==> src/logic/cpu_params.svh <==
/*
 * Processor core parameters
 * Word and field widths, instruction field positions and the bubble word
 */
`ifndef CPU_PARAMS_SVH
`define CPU_PARAMS_SVH

`define CPU_XLEN        32
`define CPU_REG_ADDR_W  5
`define CPU_NUM_REGS    32
`define CPU_IMM_W       17
`define CPU_TARGET_W    27

// Instruction field positions
`define CPU_OPCODE_MSB  31
`define CPU_OPCODE_LSB  27
`define CPU_RD_LSB      22
`define CPU_RS_LSB      17
`define CPU_RT_LSB      12
`define CPU_SHAMT_LSB   7
`define CPU_ALUOP_LSB   2

`define CPU_NOP         32'h0000_0000

`endif
==> src/logic/cpu_pkg.sv <==
/*
 * Processor core types
 * Data words, register indices, opcodes, ALU ops and forward selects
 */
`include "cpu_params.svh"

package cpu_pkg;

    typedef logic [`CPU_XLEN-1:0]       word_t;
    typedef logic [`CPU_REG_ADDR_W-1:0] reg_addr_t;

    typedef enum logic [4:0] {
        OP_RTYPE = 5'b00000,
        OP_J     = 5'b00001,
        OP_BNE   = 5'b00010,
        OP_ADDI  = 5'b00101,
        OP_BLT   = 5'b00110,
        OP_SW    = 5'b00111,
        OP_LW    = 5'b01000
    } opcode_e;

    typedef enum logic [4:0] {
        ALU_ADD = 5'd0,
        ALU_SUB = 5'd1,
        ALU_AND = 5'd2,
        ALU_OR  = 5'd3,
        ALU_SLL = 5'd4,
        ALU_SRA = 5'd5
    } alu_op_e;

    // Source of an execute operand
    typedef enum logic [1:0] {
        FWD_NONE = 2'd0,
        FWD_MEM  = 2'd1,
        FWD_WB   = 2'd2
    } forward_sel_e;

endpackage

==> src/logic/pipeline_cpu.sv <==
/*
 * Five-stage pipelined processor core
 * Fetch, decode, execute, memory and writeback, with forwarding and hazard control
 */
`timescale 1ns/100ps

module pipeline_cpu import cpu_pkg::*; (
    input  logic  clock,
    input  logic  rst_n,
    output word_t address_imem,
    input  word_t q_imem,
    output word_t address_dmem,
    output word_t data,
    output logic  wren,
    input  word_t q_dmem
);

    word_t        fd_pc, fd_ir;
    word_t        dx_pc, dx_ir, dx_a, dx_b;
    word_t        xm_ir, xm_result, xm_store_data;
    word_t        redirect_pc, wb_data;
    reg_addr_t    mw_rd, wb_addr;
    logic         stall, redirect, wb_en;
    forward_sel_e fwd_a, fwd_b;

    fetch_stage fetch_stage_inst (
        .clock (clock), .rst_n (rst_n), .stall (stall), .redirect (redirect),
        .redirect_pc (redirect_pc), .q_imem (q_imem), .address_imem (address_imem),
        .fd_pc (fd_pc), .fd_ir (fd_ir)
    );

    decode_stage decode_stage_inst (
        .clock (clock), .rst_n (rst_n), .stall (stall), .redirect (redirect),
        .fd_pc (fd_pc), .fd_ir (fd_ir), .wb_en (wb_en), .wb_addr (wb_addr),
        .wb_data (wb_data), .dx_pc (dx_pc), .dx_ir (dx_ir), .dx_a (dx_a), .dx_b (dx_b)
    );

    execute_stage execute_stage_inst (
        .clock (clock), .rst_n (rst_n), .dx_pc (dx_pc), .dx_ir (dx_ir),
        .dx_a (dx_a), .dx_b (dx_b), .fwd_a (fwd_a), .fwd_b (fwd_b),
        .wb_data (wb_data), .redirect (redirect), .redirect_pc (redirect_pc),
        .xm_ir (xm_ir), .xm_result (xm_result), .xm_store_data (xm_store_data)
    );

    hazard_unit hazard_unit_inst (
        .fd_ir (fd_ir), .dx_ir (dx_ir), .xm_ir (xm_ir), .mw_rd (mw_rd),
        .wb_en (wb_en), .fwd_a (fwd_a), .fwd_b (fwd_b), .stall (stall)
    );

    mem_wb_stage mem_wb_stage_inst (
        .clock (clock), .rst_n (rst_n), .xm_ir (xm_ir), .xm_result (xm_result),
        .xm_store_data (xm_store_data), .q_dmem (q_dmem),
        .address_dmem (address_dmem), .data (data), .wren (wren), .mw_rd (mw_rd),
        .wb_en (wb_en), .wb_addr (wb_addr), .wb_data (wb_data)
    );

endmodule

==> src/logic/mem_wb_stage.sv <==
/*
 * Memory and writeback stages
 * Drives the data memory, holds the memory/writeback latch and produces
 * the register write
 */
`timescale 1ns/100ps
`include "cpu_params.svh"

module mem_wb_stage import cpu_pkg::*; (
    input  logic      clock,
    input  logic      rst_n,
    input  word_t     xm_ir,
    input  word_t     xm_result,
    input  word_t     xm_store_data,
    input  word_t     q_dmem,
    output word_t     address_dmem,
    output word_t     data,
    output logic      wren,
    output reg_addr_t mw_rd,
    output logic      wb_en,
    output reg_addr_t wb_addr,
    output word_t     wb_data
);

    word_t   mw_ir;
    word_t   mw_result;
    word_t   mw_load;
    opcode_e mw_op;

    assign address_dmem = xm_result;
    assign data         = xm_store_data;
    assign wren         = (xm_ir[`CPU_OPCODE_MSB:`CPU_OPCODE_LSB] == OP_SW);

    always_ff @(posedge clock or negedge rst_n) begin
        if (!rst_n) begin
            mw_ir     <= `CPU_NOP;
            mw_result <= '0;
            mw_load   <= '0;
        end else begin
            mw_ir     <= xm_ir;
            mw_result <= xm_result;
            mw_load   <= q_dmem;
        end
    end

    assign mw_op   = opcode_e'(mw_ir[`CPU_OPCODE_MSB:`CPU_OPCODE_LSB]);
    assign mw_rd   = mw_ir[`CPU_RD_LSB +: `CPU_REG_ADDR_W];
    assign wb_addr = mw_rd;
    assign wb_en   = (mw_op == OP_RTYPE) || (mw_op == OP_ADDI) || (mw_op == OP_LW);
    assign wb_data = (mw_op == OP_LW) ? mw_load : mw_result;

endmodule

==> src/logic/hazard_unit.sv <==
/*
 * Hazard unit
 * Forward selects for the execute operands and the load-use stall
 */
`timescale 1ns/100ps
`include "cpu_params.svh"

module hazard_unit import cpu_pkg::*; (
    input  word_t        fd_ir,
    input  word_t        dx_ir,
    input  word_t        xm_ir,
    input  reg_addr_t    mw_rd,
    input  logic         wb_en,
    output forward_sel_e fwd_a,
    output forward_sel_e fwd_b,
    output logic         stall
);

    opcode_e   fd_op;
    opcode_e   dx_op;
    opcode_e   xm_op;
    reg_addr_t dx_rd;
    reg_addr_t xm_rd;
    logic      xm_writes;

    assign fd_op = opcode_e'(fd_ir[`CPU_OPCODE_MSB:`CPU_OPCODE_LSB]);
    assign dx_op = opcode_e'(dx_ir[`CPU_OPCODE_MSB:`CPU_OPCODE_LSB]);
    assign xm_op = opcode_e'(xm_ir[`CPU_OPCODE_MSB:`CPU_OPCODE_LSB]);
    assign dx_rd = dx_ir[`CPU_RD_LSB +: `CPU_REG_ADDR_W];
    assign xm_rd = xm_ir[`CPU_RD_LSB +: `CPU_REG_ADDR_W];

    // A load in the memory stage has no result yet, the stall covers it
    assign xm_writes = (xm_op == OP_RTYPE) || (xm_op == OP_ADDI);

    // Port B register, as decode reads it
    function automatic reg_addr_t b_reg(input word_t ir);
        if (ir[`CPU_OPCODE_MSB:`CPU_OPCODE_LSB] == OP_RTYPE) begin
            return ir[`CPU_RT_LSB +: `CPU_REG_ADDR_W];
        end
        return ir[`CPU_RD_LSB +: `CPU_REG_ADDR_W];
    endfunction

    function automatic forward_sel_e pick(input reg_addr_t src, input logic mem_hit_ok,
                                          input reg_addr_t mem_rd, input logic wb_ok,
                                          input reg_addr_t wb_rd);
        if (mem_hit_ok && mem_rd != '0 && mem_rd == src) begin
            return FWD_MEM;
        end
        if (wb_ok && wb_rd != '0 && wb_rd == src) begin
            return FWD_WB;
        end
        return FWD_NONE;
    endfunction

    assign fwd_a = pick(dx_ir[`CPU_RS_LSB +: `CPU_REG_ADDR_W], xm_writes, xm_rd, wb_en, mw_rd);
    assign fwd_b = pick(b_reg(dx_ir), xm_writes, xm_rd, wb_en, mw_rd);

    always_comb begin
        stall = 1'b0;
        if (dx_op == OP_LW && dx_rd != '0) begin
            if (fd_op != OP_J && fd_ir[`CPU_RS_LSB +: `CPU_REG_ADDR_W] == dx_rd) begin
                stall = 1'b1;
            end
            if (fd_op inside {OP_RTYPE, OP_SW, OP_BNE, OP_BLT} && b_reg(fd_ir) == dx_rd) begin
                stall = 1'b1;
            end
        end
    end

endmodule

==> src/logic/execute_stage.sv <==
/*
 * Execute stage
 * Operand forwarding, ALU, branch and jump resolution, execute/memory latch
 */
`timescale 1ns/100ps
`include "cpu_params.svh"

module execute_stage import cpu_pkg::*; (
    input  logic         clock,
    input  logic         rst_n,
    input  word_t        dx_pc,
    input  word_t        dx_ir,
    input  word_t        dx_a,
    input  word_t        dx_b,
    input  forward_sel_e fwd_a,
    input  forward_sel_e fwd_b,
    input  word_t        wb_data,
    output logic         redirect,
    output word_t        redirect_pc,
    output word_t        xm_ir,
    output word_t        xm_result,
    output word_t        xm_store_data
);

    opcode_e                       opcode;
    alu_op_e                       alu_op;
    logic [$clog2(`CPU_XLEN)-1:0]  shamt;
    word_t                         imm;
    word_t                         jump_target;
    word_t                         op_a;
    word_t                         op_b;
    word_t                         alu_result;
    logic                          branch_taken;

    assign opcode = opcode_e'(dx_ir[`CPU_OPCODE_MSB:`CPU_OPCODE_LSB]);
    assign alu_op = alu_op_e'(dx_ir[`CPU_ALUOP_LSB +: $bits(alu_op_e)]);
    assign shamt  = dx_ir[`CPU_SHAMT_LSB +: $clog2(`CPU_XLEN)];
    assign imm    = {{(`CPU_XLEN - `CPU_IMM_W){dx_ir[`CPU_IMM_W-1]}}, dx_ir[`CPU_IMM_W-1:0]};
    assign jump_target = {{(`CPU_XLEN - `CPU_TARGET_W){1'b0}}, dx_ir[`CPU_TARGET_W-1:0]};

    // Memory stage result wins over writeback
    assign op_a = (fwd_a == FWD_MEM) ? xm_result :
                  (fwd_a == FWD_WB)  ? wb_data   : dx_a;
    assign op_b = (fwd_b == FWD_MEM) ? xm_result :
                  (fwd_b == FWD_WB)  ? wb_data   : dx_b;

    always_comb begin
        alu_result = op_a + imm;
        if (opcode == OP_RTYPE) begin
            case (alu_op)
                ALU_ADD: alu_result = op_a + op_b;
                ALU_SUB: alu_result = op_a - op_b;
                ALU_AND: alu_result = op_a & op_b;
                ALU_OR:  alu_result = op_a | op_b;
                ALU_SLL: alu_result = op_a << shamt;
                ALU_SRA: alu_result = word_t'($signed(op_a) >>> shamt);
                default: alu_result = '0;
            endcase
        end
    end

    // op_a holds rs, op_b holds rd for branches
    assign branch_taken = ((opcode == OP_BNE) && (op_b != op_a)) ||
                          ((opcode == OP_BLT) && ($signed(op_b) < $signed(op_a)));

    assign redirect    = branch_taken || (opcode == OP_J);
    assign redirect_pc = (opcode == OP_J) ? jump_target : dx_pc + word_t'(1) + imm;

    always_ff @(posedge clock or negedge rst_n) begin
        if (!rst_n) begin
            xm_ir         <= `CPU_NOP;
            xm_result     <= '0;
            xm_store_data <= '0;
        end else begin
            xm_ir         <= dx_ir;
            xm_result     <= alu_result;
            xm_store_data <= op_b;
        end
    end

endmodule

==> src/logic/decode_stage.sv <==
/*
 * Decode stage
 * Reads the operands from the register file and fills the decode/execute
 * latch, or a bubble on stall or redirect
 */
`timescale 1ns/100ps
`include "cpu_params.svh"

module decode_stage import cpu_pkg::*; (
    input  logic      clock,
    input  logic      rst_n,
    input  logic      stall,
    input  logic      redirect,
    input  word_t     fd_pc,
    input  word_t     fd_ir,
    input  logic      wb_en,
    input  reg_addr_t wb_addr,
    input  word_t     wb_data,
    output word_t     dx_pc,
    output word_t     dx_ir,
    output word_t     dx_a,
    output word_t     dx_b
);

    opcode_e   opcode;
    reg_addr_t rs_addr;
    reg_addr_t b_addr;
    word_t     rs_data;
    word_t     b_data;

    assign opcode  = opcode_e'(fd_ir[`CPU_OPCODE_MSB:`CPU_OPCODE_LSB]);
    assign rs_addr = fd_ir[`CPU_RS_LSB +: `CPU_REG_ADDR_W];

    // Port B reads rt for R-type, rd for stores and branches
    assign b_addr = (opcode == OP_RTYPE) ? fd_ir[`CPU_RT_LSB +: `CPU_REG_ADDR_W]
                                         : fd_ir[`CPU_RD_LSB +: `CPU_REG_ADDR_W];

    reg_file reg_file_inst (
        .clock   (clock),
        .rst_n   (rst_n),
        .rs_addr (rs_addr),
        .rt_addr (b_addr),
        .rs_data (rs_data),
        .rt_data (b_data),
        .wb_en   (wb_en),
        .wb_addr (wb_addr),
        .wb_data (wb_data)
    );

    always_ff @(posedge clock or negedge rst_n) begin
        if (!rst_n) begin
            dx_pc <= '0;
            dx_ir <= `CPU_NOP;
            dx_a  <= '0;
            dx_b  <= '0;
        end else if (stall || redirect) begin
            dx_pc <= '0;
            dx_ir <= `CPU_NOP;
            dx_a  <= '0;
            dx_b  <= '0;
        end else begin
            dx_pc <= fd_pc;
            dx_ir <= fd_ir;
            dx_a  <= rs_data;
            dx_b  <= b_data;
        end
    end

endmodule

==> src/logic/fetch_stage.sv <==
/*
 * Fetch stage
 * Program counter and the fetch/decode latch, with stall and redirect
 */
`timescale 1ns/100ps
`include "cpu_params.svh"

module fetch_stage import cpu_pkg::*; (
    input  logic  clock,
    input  logic  rst_n,
    input  logic  stall,
    input  logic  redirect,
    input  word_t redirect_pc,
    input  word_t q_imem,
    output word_t address_imem,
    output word_t fd_pc,
    output word_t fd_ir
);

    word_t pc;

    assign address_imem = pc;

    always_ff @(posedge clock or negedge rst_n) begin
        if (!rst_n) begin
            pc    <= '0;
            fd_pc <= '0;
            fd_ir <= `CPU_NOP;
        end else if (redirect) begin
            // Taken branch or jump, drop the word fetched this cycle
            pc    <= redirect_pc;
            fd_pc <= '0;
            fd_ir <= `CPU_NOP;
        end else if (!stall) begin
            pc    <= pc + word_t'(1);
            fd_pc <= pc;
            fd_ir <= q_imem;
        end
    end

endmodule

==> src/logic/reg_file.sv <==
/*
 * Register file, 32 x 32 bits, two read ports and one write port
 * Register 0 reads zero; a write is visible to reads in the same cycle
 */
`timescale 1ns/100ps
`include "cpu_params.svh"

module reg_file import cpu_pkg::*; (
    input  logic      clock,
    input  logic      rst_n,
    input  reg_addr_t rs_addr,
    input  reg_addr_t rt_addr,
    output word_t     rs_data,
    output word_t     rt_data,
    input  logic      wb_en,
    input  reg_addr_t wb_addr,
    input  word_t     wb_data
);

    word_t regs [`CPU_NUM_REGS];
    logic  wr_valid;

    assign wr_valid = wb_en && (wb_addr != '0);

    always_ff @(posedge clock or negedge rst_n) begin
        if (!rst_n) begin
            for (int i = 0; i < `CPU_NUM_REGS; i++) begin
                regs[i] <= '0;
            end
        end else if (wr_valid) begin
            regs[wb_addr] <= wb_data;
        end
    end

    // Pass the incoming write through to a matching read
    assign rs_data = (wr_valid && wb_addr == rs_addr) ? wb_data : regs[rs_addr];
    assign rt_data = (wr_valid && wb_addr == rt_addr) ? wb_data : regs[rt_addr];

endmodule

==> config.mk <==
export PLATFORM = sky130hd
export DESIGN_NAME = pipeline_cpu
export DESIGN_NICKNAME = d
export VERILOG_FILES = /design/src/logic/cpu_pkg.sv /design/src/logic/pipeline_cpu.sv /design/src/logic/mem_wb_stage.sv /design/src/logic/hazard_unit.sv /design/src/logic/execute_stage.sv /design/src/logic/decode_stage.sv /design/src/logic/fetch_stage.sv /design/src/logic/reg_file.sv
export VERILOG_INCLUDE_DIRS = /design/src /design/src/logic
export SDC_FILE = /design/constraint.sdc
export NUM_CORES = 2
export LEC_CHECK = 0
export ABC_CLOCK_PERIOD_IN_PS = 6200
export BUFFER_PORTS_ARGS = -buffer_cell sky130_fd_sc_hd__buf_4
export CAP_MARGIN = 20
export CORE_MARGIN = 5
export CORE_UTILIZATION = 41
export CTS_CLUSTER_SIZE = 30
export DETAILED_ROUTE_END_ITERATION = 10
export SLEW_MARGIN = 20
export SYNTH_ARGS = -nofsm -noshare
export SYNTH_HDL_FRONTEND = slang
export SYNTH_HIERARCHICAL = 1
export SYNTH_SLANG_ARGS = --single-unit
==> constraint.sdc <==
create_clock -name clock -period 6.2 [get_ports clock]
set_input_delay 1.24 -clock clock [delete_from_list [all_inputs] [get_ports clock]]
set_output_delay 1.24 -clock clock [all_outputs]
set_load 0.05 [all_outputs]
# Yosys cells after proc, flatten, opt, wreduce, memory -nomap -nowiden
# Cells that the tools add are included.
# word_totals
regBits	1440
inputBits	66
output_inout_bits	97
word_cells	178
# op_classes
n_addsub	6
magnitude_cmp	5
n_eq_ne	31
shifts	2
n_mux	55
n_bitwise	5
reduce_logical	29
# op_table
op	n
1024-bit bitwise mux	1
32-bit 2-to-1 mux	24
32-bit binary-select mux with 5-bit select	2
32-bit case mux with 6 select lines	1
32-bit demux with 5-bit select	1
32-bit adder	3
32-bit by 1-bit adder with 32-bit output (second input constant)	2
5-bit by 3-bit equality test with 1-bit output (second input constant)	8
5-bit equality test	8
32-bit AND	1
32-bit < comparator	1
32-bit inequality test	1
32-bit bitwise OR	1
32-bit by 5-bit left shift with 32-bit output	1
32-bit by 5-bit >>> shifter with 32-bit output	1
32-bit subtractor	1
5-bit 2-to-1 mux	6
5-bit zero test	5
5-bit by 2-bit equality test with 1-bit output (second input constant)	4
6-bit >= comparator (second input constant)	3
5-bit inverter with 6-bit output	3
2-bit 2-to-1 mux	8
5-bit nonzero test	3
1-bit logical AND	14
10 further kinds	30

# Longest topological paths before layout
# depth
ltp_word	18
mapped_depth	29
depth_no_buf	27

# By module
# The synthesis kept the hierarchy.
# modules_own_cells
module	n_inst	cells_each	area_each_um2	seq_area_each_um2
reg_file	1	3433	53730.3	25624.6
execute_stage	1	2016	16470.8	2402.3
fetch_stage	1	424	4435.5	2402.3
decode_stage	1	278	4140.2	3203.1
mem_wb_stage	1	191	2962.8	1851.8
hazard_unit	1	111	810.8	0.0

# Least setup slack after synthesis
# Ideal clock, no wire load.
# synth_timing
path_type	register to register
start	register decode_stage_inst.dx_ir[16]
end	register execute_stage_inst.xm_result[29]
setup_time_ps	138
t_arrival_ps	6332
t_required_ps	6062
path_slack_ps	-270
path_stages_with_launch	24
path_buffers	2
synth_period_minus_slack_ps	6470
path_cell_list	dfrtp_1 -> o221a_2 -> o2111ai_1 -> a2111oi_4 -> nor4b_2 -> buf_6 -> buf_12 -> mux2i_1 -> mux2i_1 -> or4_4 -> or3_4 -> o21ai_0 -> xnor2_1 -> ha_1 -> and4_1 -> o2111a_1 -> o21ai_0 -> a2111oi_0 -> o211ai_1 -> o211a_1 -> o31ai_1 -> mux2_2 -> a21oi_1 -> o22ai_1
# synth_between
elab_chain_cells	14
word_cells_on_any_way	23
classes_between	3 x add/sub; 4 x eq/ne; 12 x mux; 2 x bitwise; 2 x reduce/logical
# synth_rtl
element	line	text
start: declaration	decode_stage.sv:20	output word_t dx_ir,
start signal: assignment	decode_stage.sv:53	dx_ir <= `CPU_NOP;
start signal: assignment	decode_stage.sv:58	dx_ir <= `CPU_NOP;
start signal: assignment	decode_stage.sv:63	dx_ir <= fd_ir;
5-bit 2-to-1 mux (*)	hazard_unit.sv:37	if (ir[`CPU_OPCODE_MSB:`CPU_OPCODE_LSB] == OP_RTYPE) begin
5-bit 2-to-1 mux (*)	hazard_unit.sv:40	return ir[`CPU_RD_LSB +: `CPU_REG_ADDR_W];
5-bit equality test	hazard_unit.sv:49	if (wb_ok && wb_rd != '0 && wb_rd == src) begin
1-bit logical AND	hazard_unit.sv:49	
1-bit 2-to-1 mux (2 in a row)	hazard_unit.sv:49	
2-bit 2-to-1 mux	hazard_unit.sv:52	return FWD_NONE;
2-bit 2-to-1 mux (*)	hazard_unit.sv:49	
via fwd_b[0]	pipeline_cpu.sv:24	forward_sel_e fwd_a, fwd_b;
2-bit equality test	execute_stage.sv:45	(fwd_b == FWD_WB) ? wb_data : dx_b;
32-bit 2-to-1 mux	execute_stage.sv:45	
32-bit 2-to-1 mux (*)	execute_stage.sv:44	assign op_b = (fwd_b == FWD_MEM) ? xm_result :
via execute_stage_inst.op_b[1]	execute_stage.sv:31	word_t op_b;
32-bit subtractor / 32-bit adder (equally long branches)	execute_stage.sv:52, execute_stage.sv:51	
32-bit case mux with 6 select lines (*)	execute_stage.sv:50	case (alu_op)
32-bit 2-to-1 mux (*)	execute_stage.sv:49	if (opcode == OP_RTYPE) begin
via execute_stage_inst.alu_result[29]	execute_stage.sv:32	word_t alu_result;
end signal: assignment	execute_stage.sv:76	xm_result <= alu_result;
end: declaration	execute_stage.sv:21	output word_t xm_result,
# Mark *: on every way through the listed nets, which the timed path passes. The rest lies on a longest branch. The select of a mux whose other input is x is not followed.
# A chain may end at the register's enable or synchronous reset.

# Final worst setup path
# layout_timing
start	register decode_stage_inst.dx_ir[31]
end	register execute_stage_inst.xm_result[29]
# layout_between
elab_chain_cells	15
word_cells_on_any_way	23
classes_between	2 x add/sub; 4 x eq/ne; 12 x mux; 2 x bitwise; 3 x reduce/logical
# layout_rtl
element	line
5-bit zero test (*)	hazard_unit.sv:37
1-bit 2-to-1 mux (*)	hazard_unit.sv:37
5-bit 2-to-1 mux (*)	hazard_unit.sv:40
5-bit equality test	hazard_unit.sv:49
1-bit logical AND	hazard_unit.sv:49
1-bit 2-to-1 mux (2 in a row)	hazard_unit.sv:49
2-bit 2-to-1 mux	hazard_unit.sv:52
2-bit 2-to-1 mux (*)	hazard_unit.sv:49
via fwd_b[0]	pipeline_cpu.sv:24
2-bit equality test	execute_stage.sv:45
32-bit 2-to-1 mux	execute_stage.sv:45
32-bit 2-to-1 mux (*)	execute_stage.sv:44
via execute_stage_inst.op_b[7]	execute_stage.sv:31
32-bit subtractor / 32-bit adder (equally long branches)	execute_stage.sv:52, execute_stage.sv:51
32-bit case mux with 6 select lines (*)	execute_stage.sv:50
32-bit 2-to-1 mux (*)	execute_stage.sv:49
via execute_stage_inst.alu_result[29]	execute_stage.sv:32
# Marked as above.

==> impl_metrics.ini <==
[floorplanning]
die_h_um = 457
die_x_um = 457
start_util = 0.411
rows = 164
die-area_um2 = 209000
core_area_um2 = 199000
ios = 163

[power_and_ir_drop]
cellLeakagePower_nw = 41.1
power_density_nw_per_um2 = 584
ir_drop_mv = 0.290

[worst_setup_path]
end_kind = flop
crit_fanout = 5
crit_family = compound AO/OA/AOI/OAI gates
slowest_delay_ns = 0.59
critPathKind = flop to flop
path_buf_inv = 5
worstPathRequired_ns = 6.87
crit_top_cell = o211ai_1
cp.arrival_ns = 7.32
startpoint_type = flop
crit_slowest_cell = or4_4

[synth]
syn-num-nets = 6690
yosys_warnings = 6
synth.avg_cell_area_um2 = 12.8
synth_area_um2 = 82000
synth_cells = 6431

[detailed_routing]
via_count = 58189
wl_per_cell_um = 29.3
ant_nets = 0
remaining_drc_errors = 0
drt_iter0_markers = 5445
first_pass_iters = 7
postRouteWirelength_um = 273000
via_per_inst = 6.24

[timing]
fmax_mhz = 150
worst_pin_slew_ns = 1.23
tns_ns = -5.21
hold_violations = 0
maxSlewHeadroom = 0.175
grt_setup_unrepaired = true
fin_crit_sh = 1.07
setup_violations = 87
finalMaxSlewViolations = 0
fin_ws_ns = -0.452
fin_crit_ns = 6.65
skew_ns = 0.0440

[placement]
place_ws_ns = -0.439
place_congestion = 0.970
port_buffers = 162
placed_area_um2 = 86900
dpl.hpwl_um = 178000

[cts]
cts_root_buffer = clkbuf_16
clk_path_buf_depth = 3
path_clk_slew_ns = 0.06
cts_hold_buf = 0
cts_tree = built
clock_tree.htree_level_count = 4
insertion_delay_ns = 0.82
cts.sinks = 1396
numCtsBuffers = 160

[global_routing]
grt_start_max_net_pins = 159
grt_pass1_wl_um = 403000
grt-ovfl-total = 0
antenna_found_initial = 6
first_global_vias = 58905
grt.total_usage = 0.256

[final_layout]
fin_area_um2 = 92900
fin_nets = 6794
synthToLayoutAreaGrowth_pct = 13.3
fill_cells = 17784
drive_gt1_frac = 0.398

[worst_hold_path]
min_path_type = input port to async pin

[job]
max_cap_violations = 0

[run_status]
violations = negative setup slack
outcome = complete, but fails checks
==> repair_timing <==
| item | in CTS | in global routing |
|---|---|---|
| cloned | 2 | 0 |
| pin swaps | 20 | 35 |
| endpoints found under the setup margin | 233 | 246 |
| gates resized for setup | 56 | 37 |
| buffers inserted | 15 | 10 |
==> where the power goes <==
part | switching [mW] | leakage [nW] | total, mW | internal [mW]
sequential | 2.65 | 18.5 | 14.7 | 12.1
combinational | 17.1 | 20.0 | 29.9 | 12.8
clock | 3.98 | 2.62 | 9.65 | 5.67
total | 23.8 | 41.1 | 54.3 | 30.5
==> cells in the final DEF (no fill, tap or decap), drive strengths merged, types with 9 or more instances in the layout <==
cell type / instances
bufinv: 9
a21o: 42
mux2i: 300
o21a: 15
nor2b: 38
o31ai: 31
dfrtp: 1396
nand2b: 19
inv: 166
o22ai: 278
or4: 27
nor4: 84
a221oi: 16
a22oi: 9
o21bai: 19
nand4: 17
o211ai: 35
nor3: 41
o221ai: 13
and2: 143
mux4: 553
nand3b: 16
a211oi: 36
nand3: 56
a211o: 12
and3: 12
nand2: 207
nor2: 250
a21oi: 175
a31oi: 36
clkbuf: 241
ha: 190
clkinv: 29
mux2: 1118
o21ai: 161
buf: 582
or3: 14
xor2: 58
xnor2: 96
==> state kept, by name, summed over array words and instances (netlist names), 32 cells and up <==
signal	cells
mem_wb_stage_inst/mw_load	32
decode_stage_inst/reg_file_inst/regs	1024
execute_stage_inst/xm_result	32
decode_stage_inst/dx_pc	32
fetch_stage_inst/address_imem	32
decode_stage_inst/dx_b	32
mem_wb_stage_inst/mw_result	32
execute_stage_inst/xm_store_data	32
decode_stage_inst/dx_a	32
fetch_stage_inst/fd_ir	32
decode_stage_inst/dx_ir	32
fetch_stage_inst/fd_pc	32
==> through the flow <==
stage | hold WS (ns) | power [mW] | instances | util
after floorplan | 0.367 | 33.5 | 6431 | -
after global placement | 0.376 | 43.1 | 8999 | 0.435
after CTS | 0.331 | 53.8 | 9310 | 0.465
final | 0.284 | 54.3 | 9322 | 0.466
after detailed placement | 0.382 | 43.7 | 9004 | 0.436
after global routing | 0.330 | 57.0 | 9319 | 0.466
==> final timing paths <==
| check | end | slack, ns | from | cells after the start |
|---|---|---|---|---|
| worst max-delay path | execute_stage_inst/xm_result[29] | -0.45 | decode_stage_inst/dx_ir[31] | 27 |
| worst min-delay path | fetch_stage_inst/fd_pc[31] | 0.28 | rst_n | 1 |
| worst max register to register | execute_stage_inst/xm_result[29] | -0.45 | decode_stage_inst/dx_ir[31] | 27 |
| worst min register to register | decode_stage_inst/reg_file_inst/regs[1017] | 0.40 | decode_stage_inst/reg_file_inst/regs[1017] | 0 |
| max in group asynchronous | decode_stage_inst/reg_file_inst/regs[293] | 4.23 | rst_n | 2 |
| min in group clock | decode_stage_inst/reg_file_inst/regs[1017] | 0.40 | decode_stage_inst/reg_file_inst/regs[1017] | 0 |
==> final cells by class <==
type                    count  area, um2  area share
diodes                      4       10.0    0.000108
multi-input cells        4233      43800       0.471
clock inverters            49        587     0.00631
clock buffers             240       4750      0.0511
flip-flops and latches   1396      35000       0.376
well taps                2656       3320      0.0358
repair buffers            584       4920      0.0530
inverters                 160        601     0.00646
==> layer usage <==
metal / part of all wire / track usage / up-vias
li1: - / - / 24396
met1: 0.41 / 0.347 / 30766
met2: 0.46 / 0.400 / 2426
met3: 0.074 / 0.0497 / 601
met4: 0.051 / 0.115 / 0
met5: 0 / 0 / -
No activity file was read; power rests on OpenSTA's default activity.
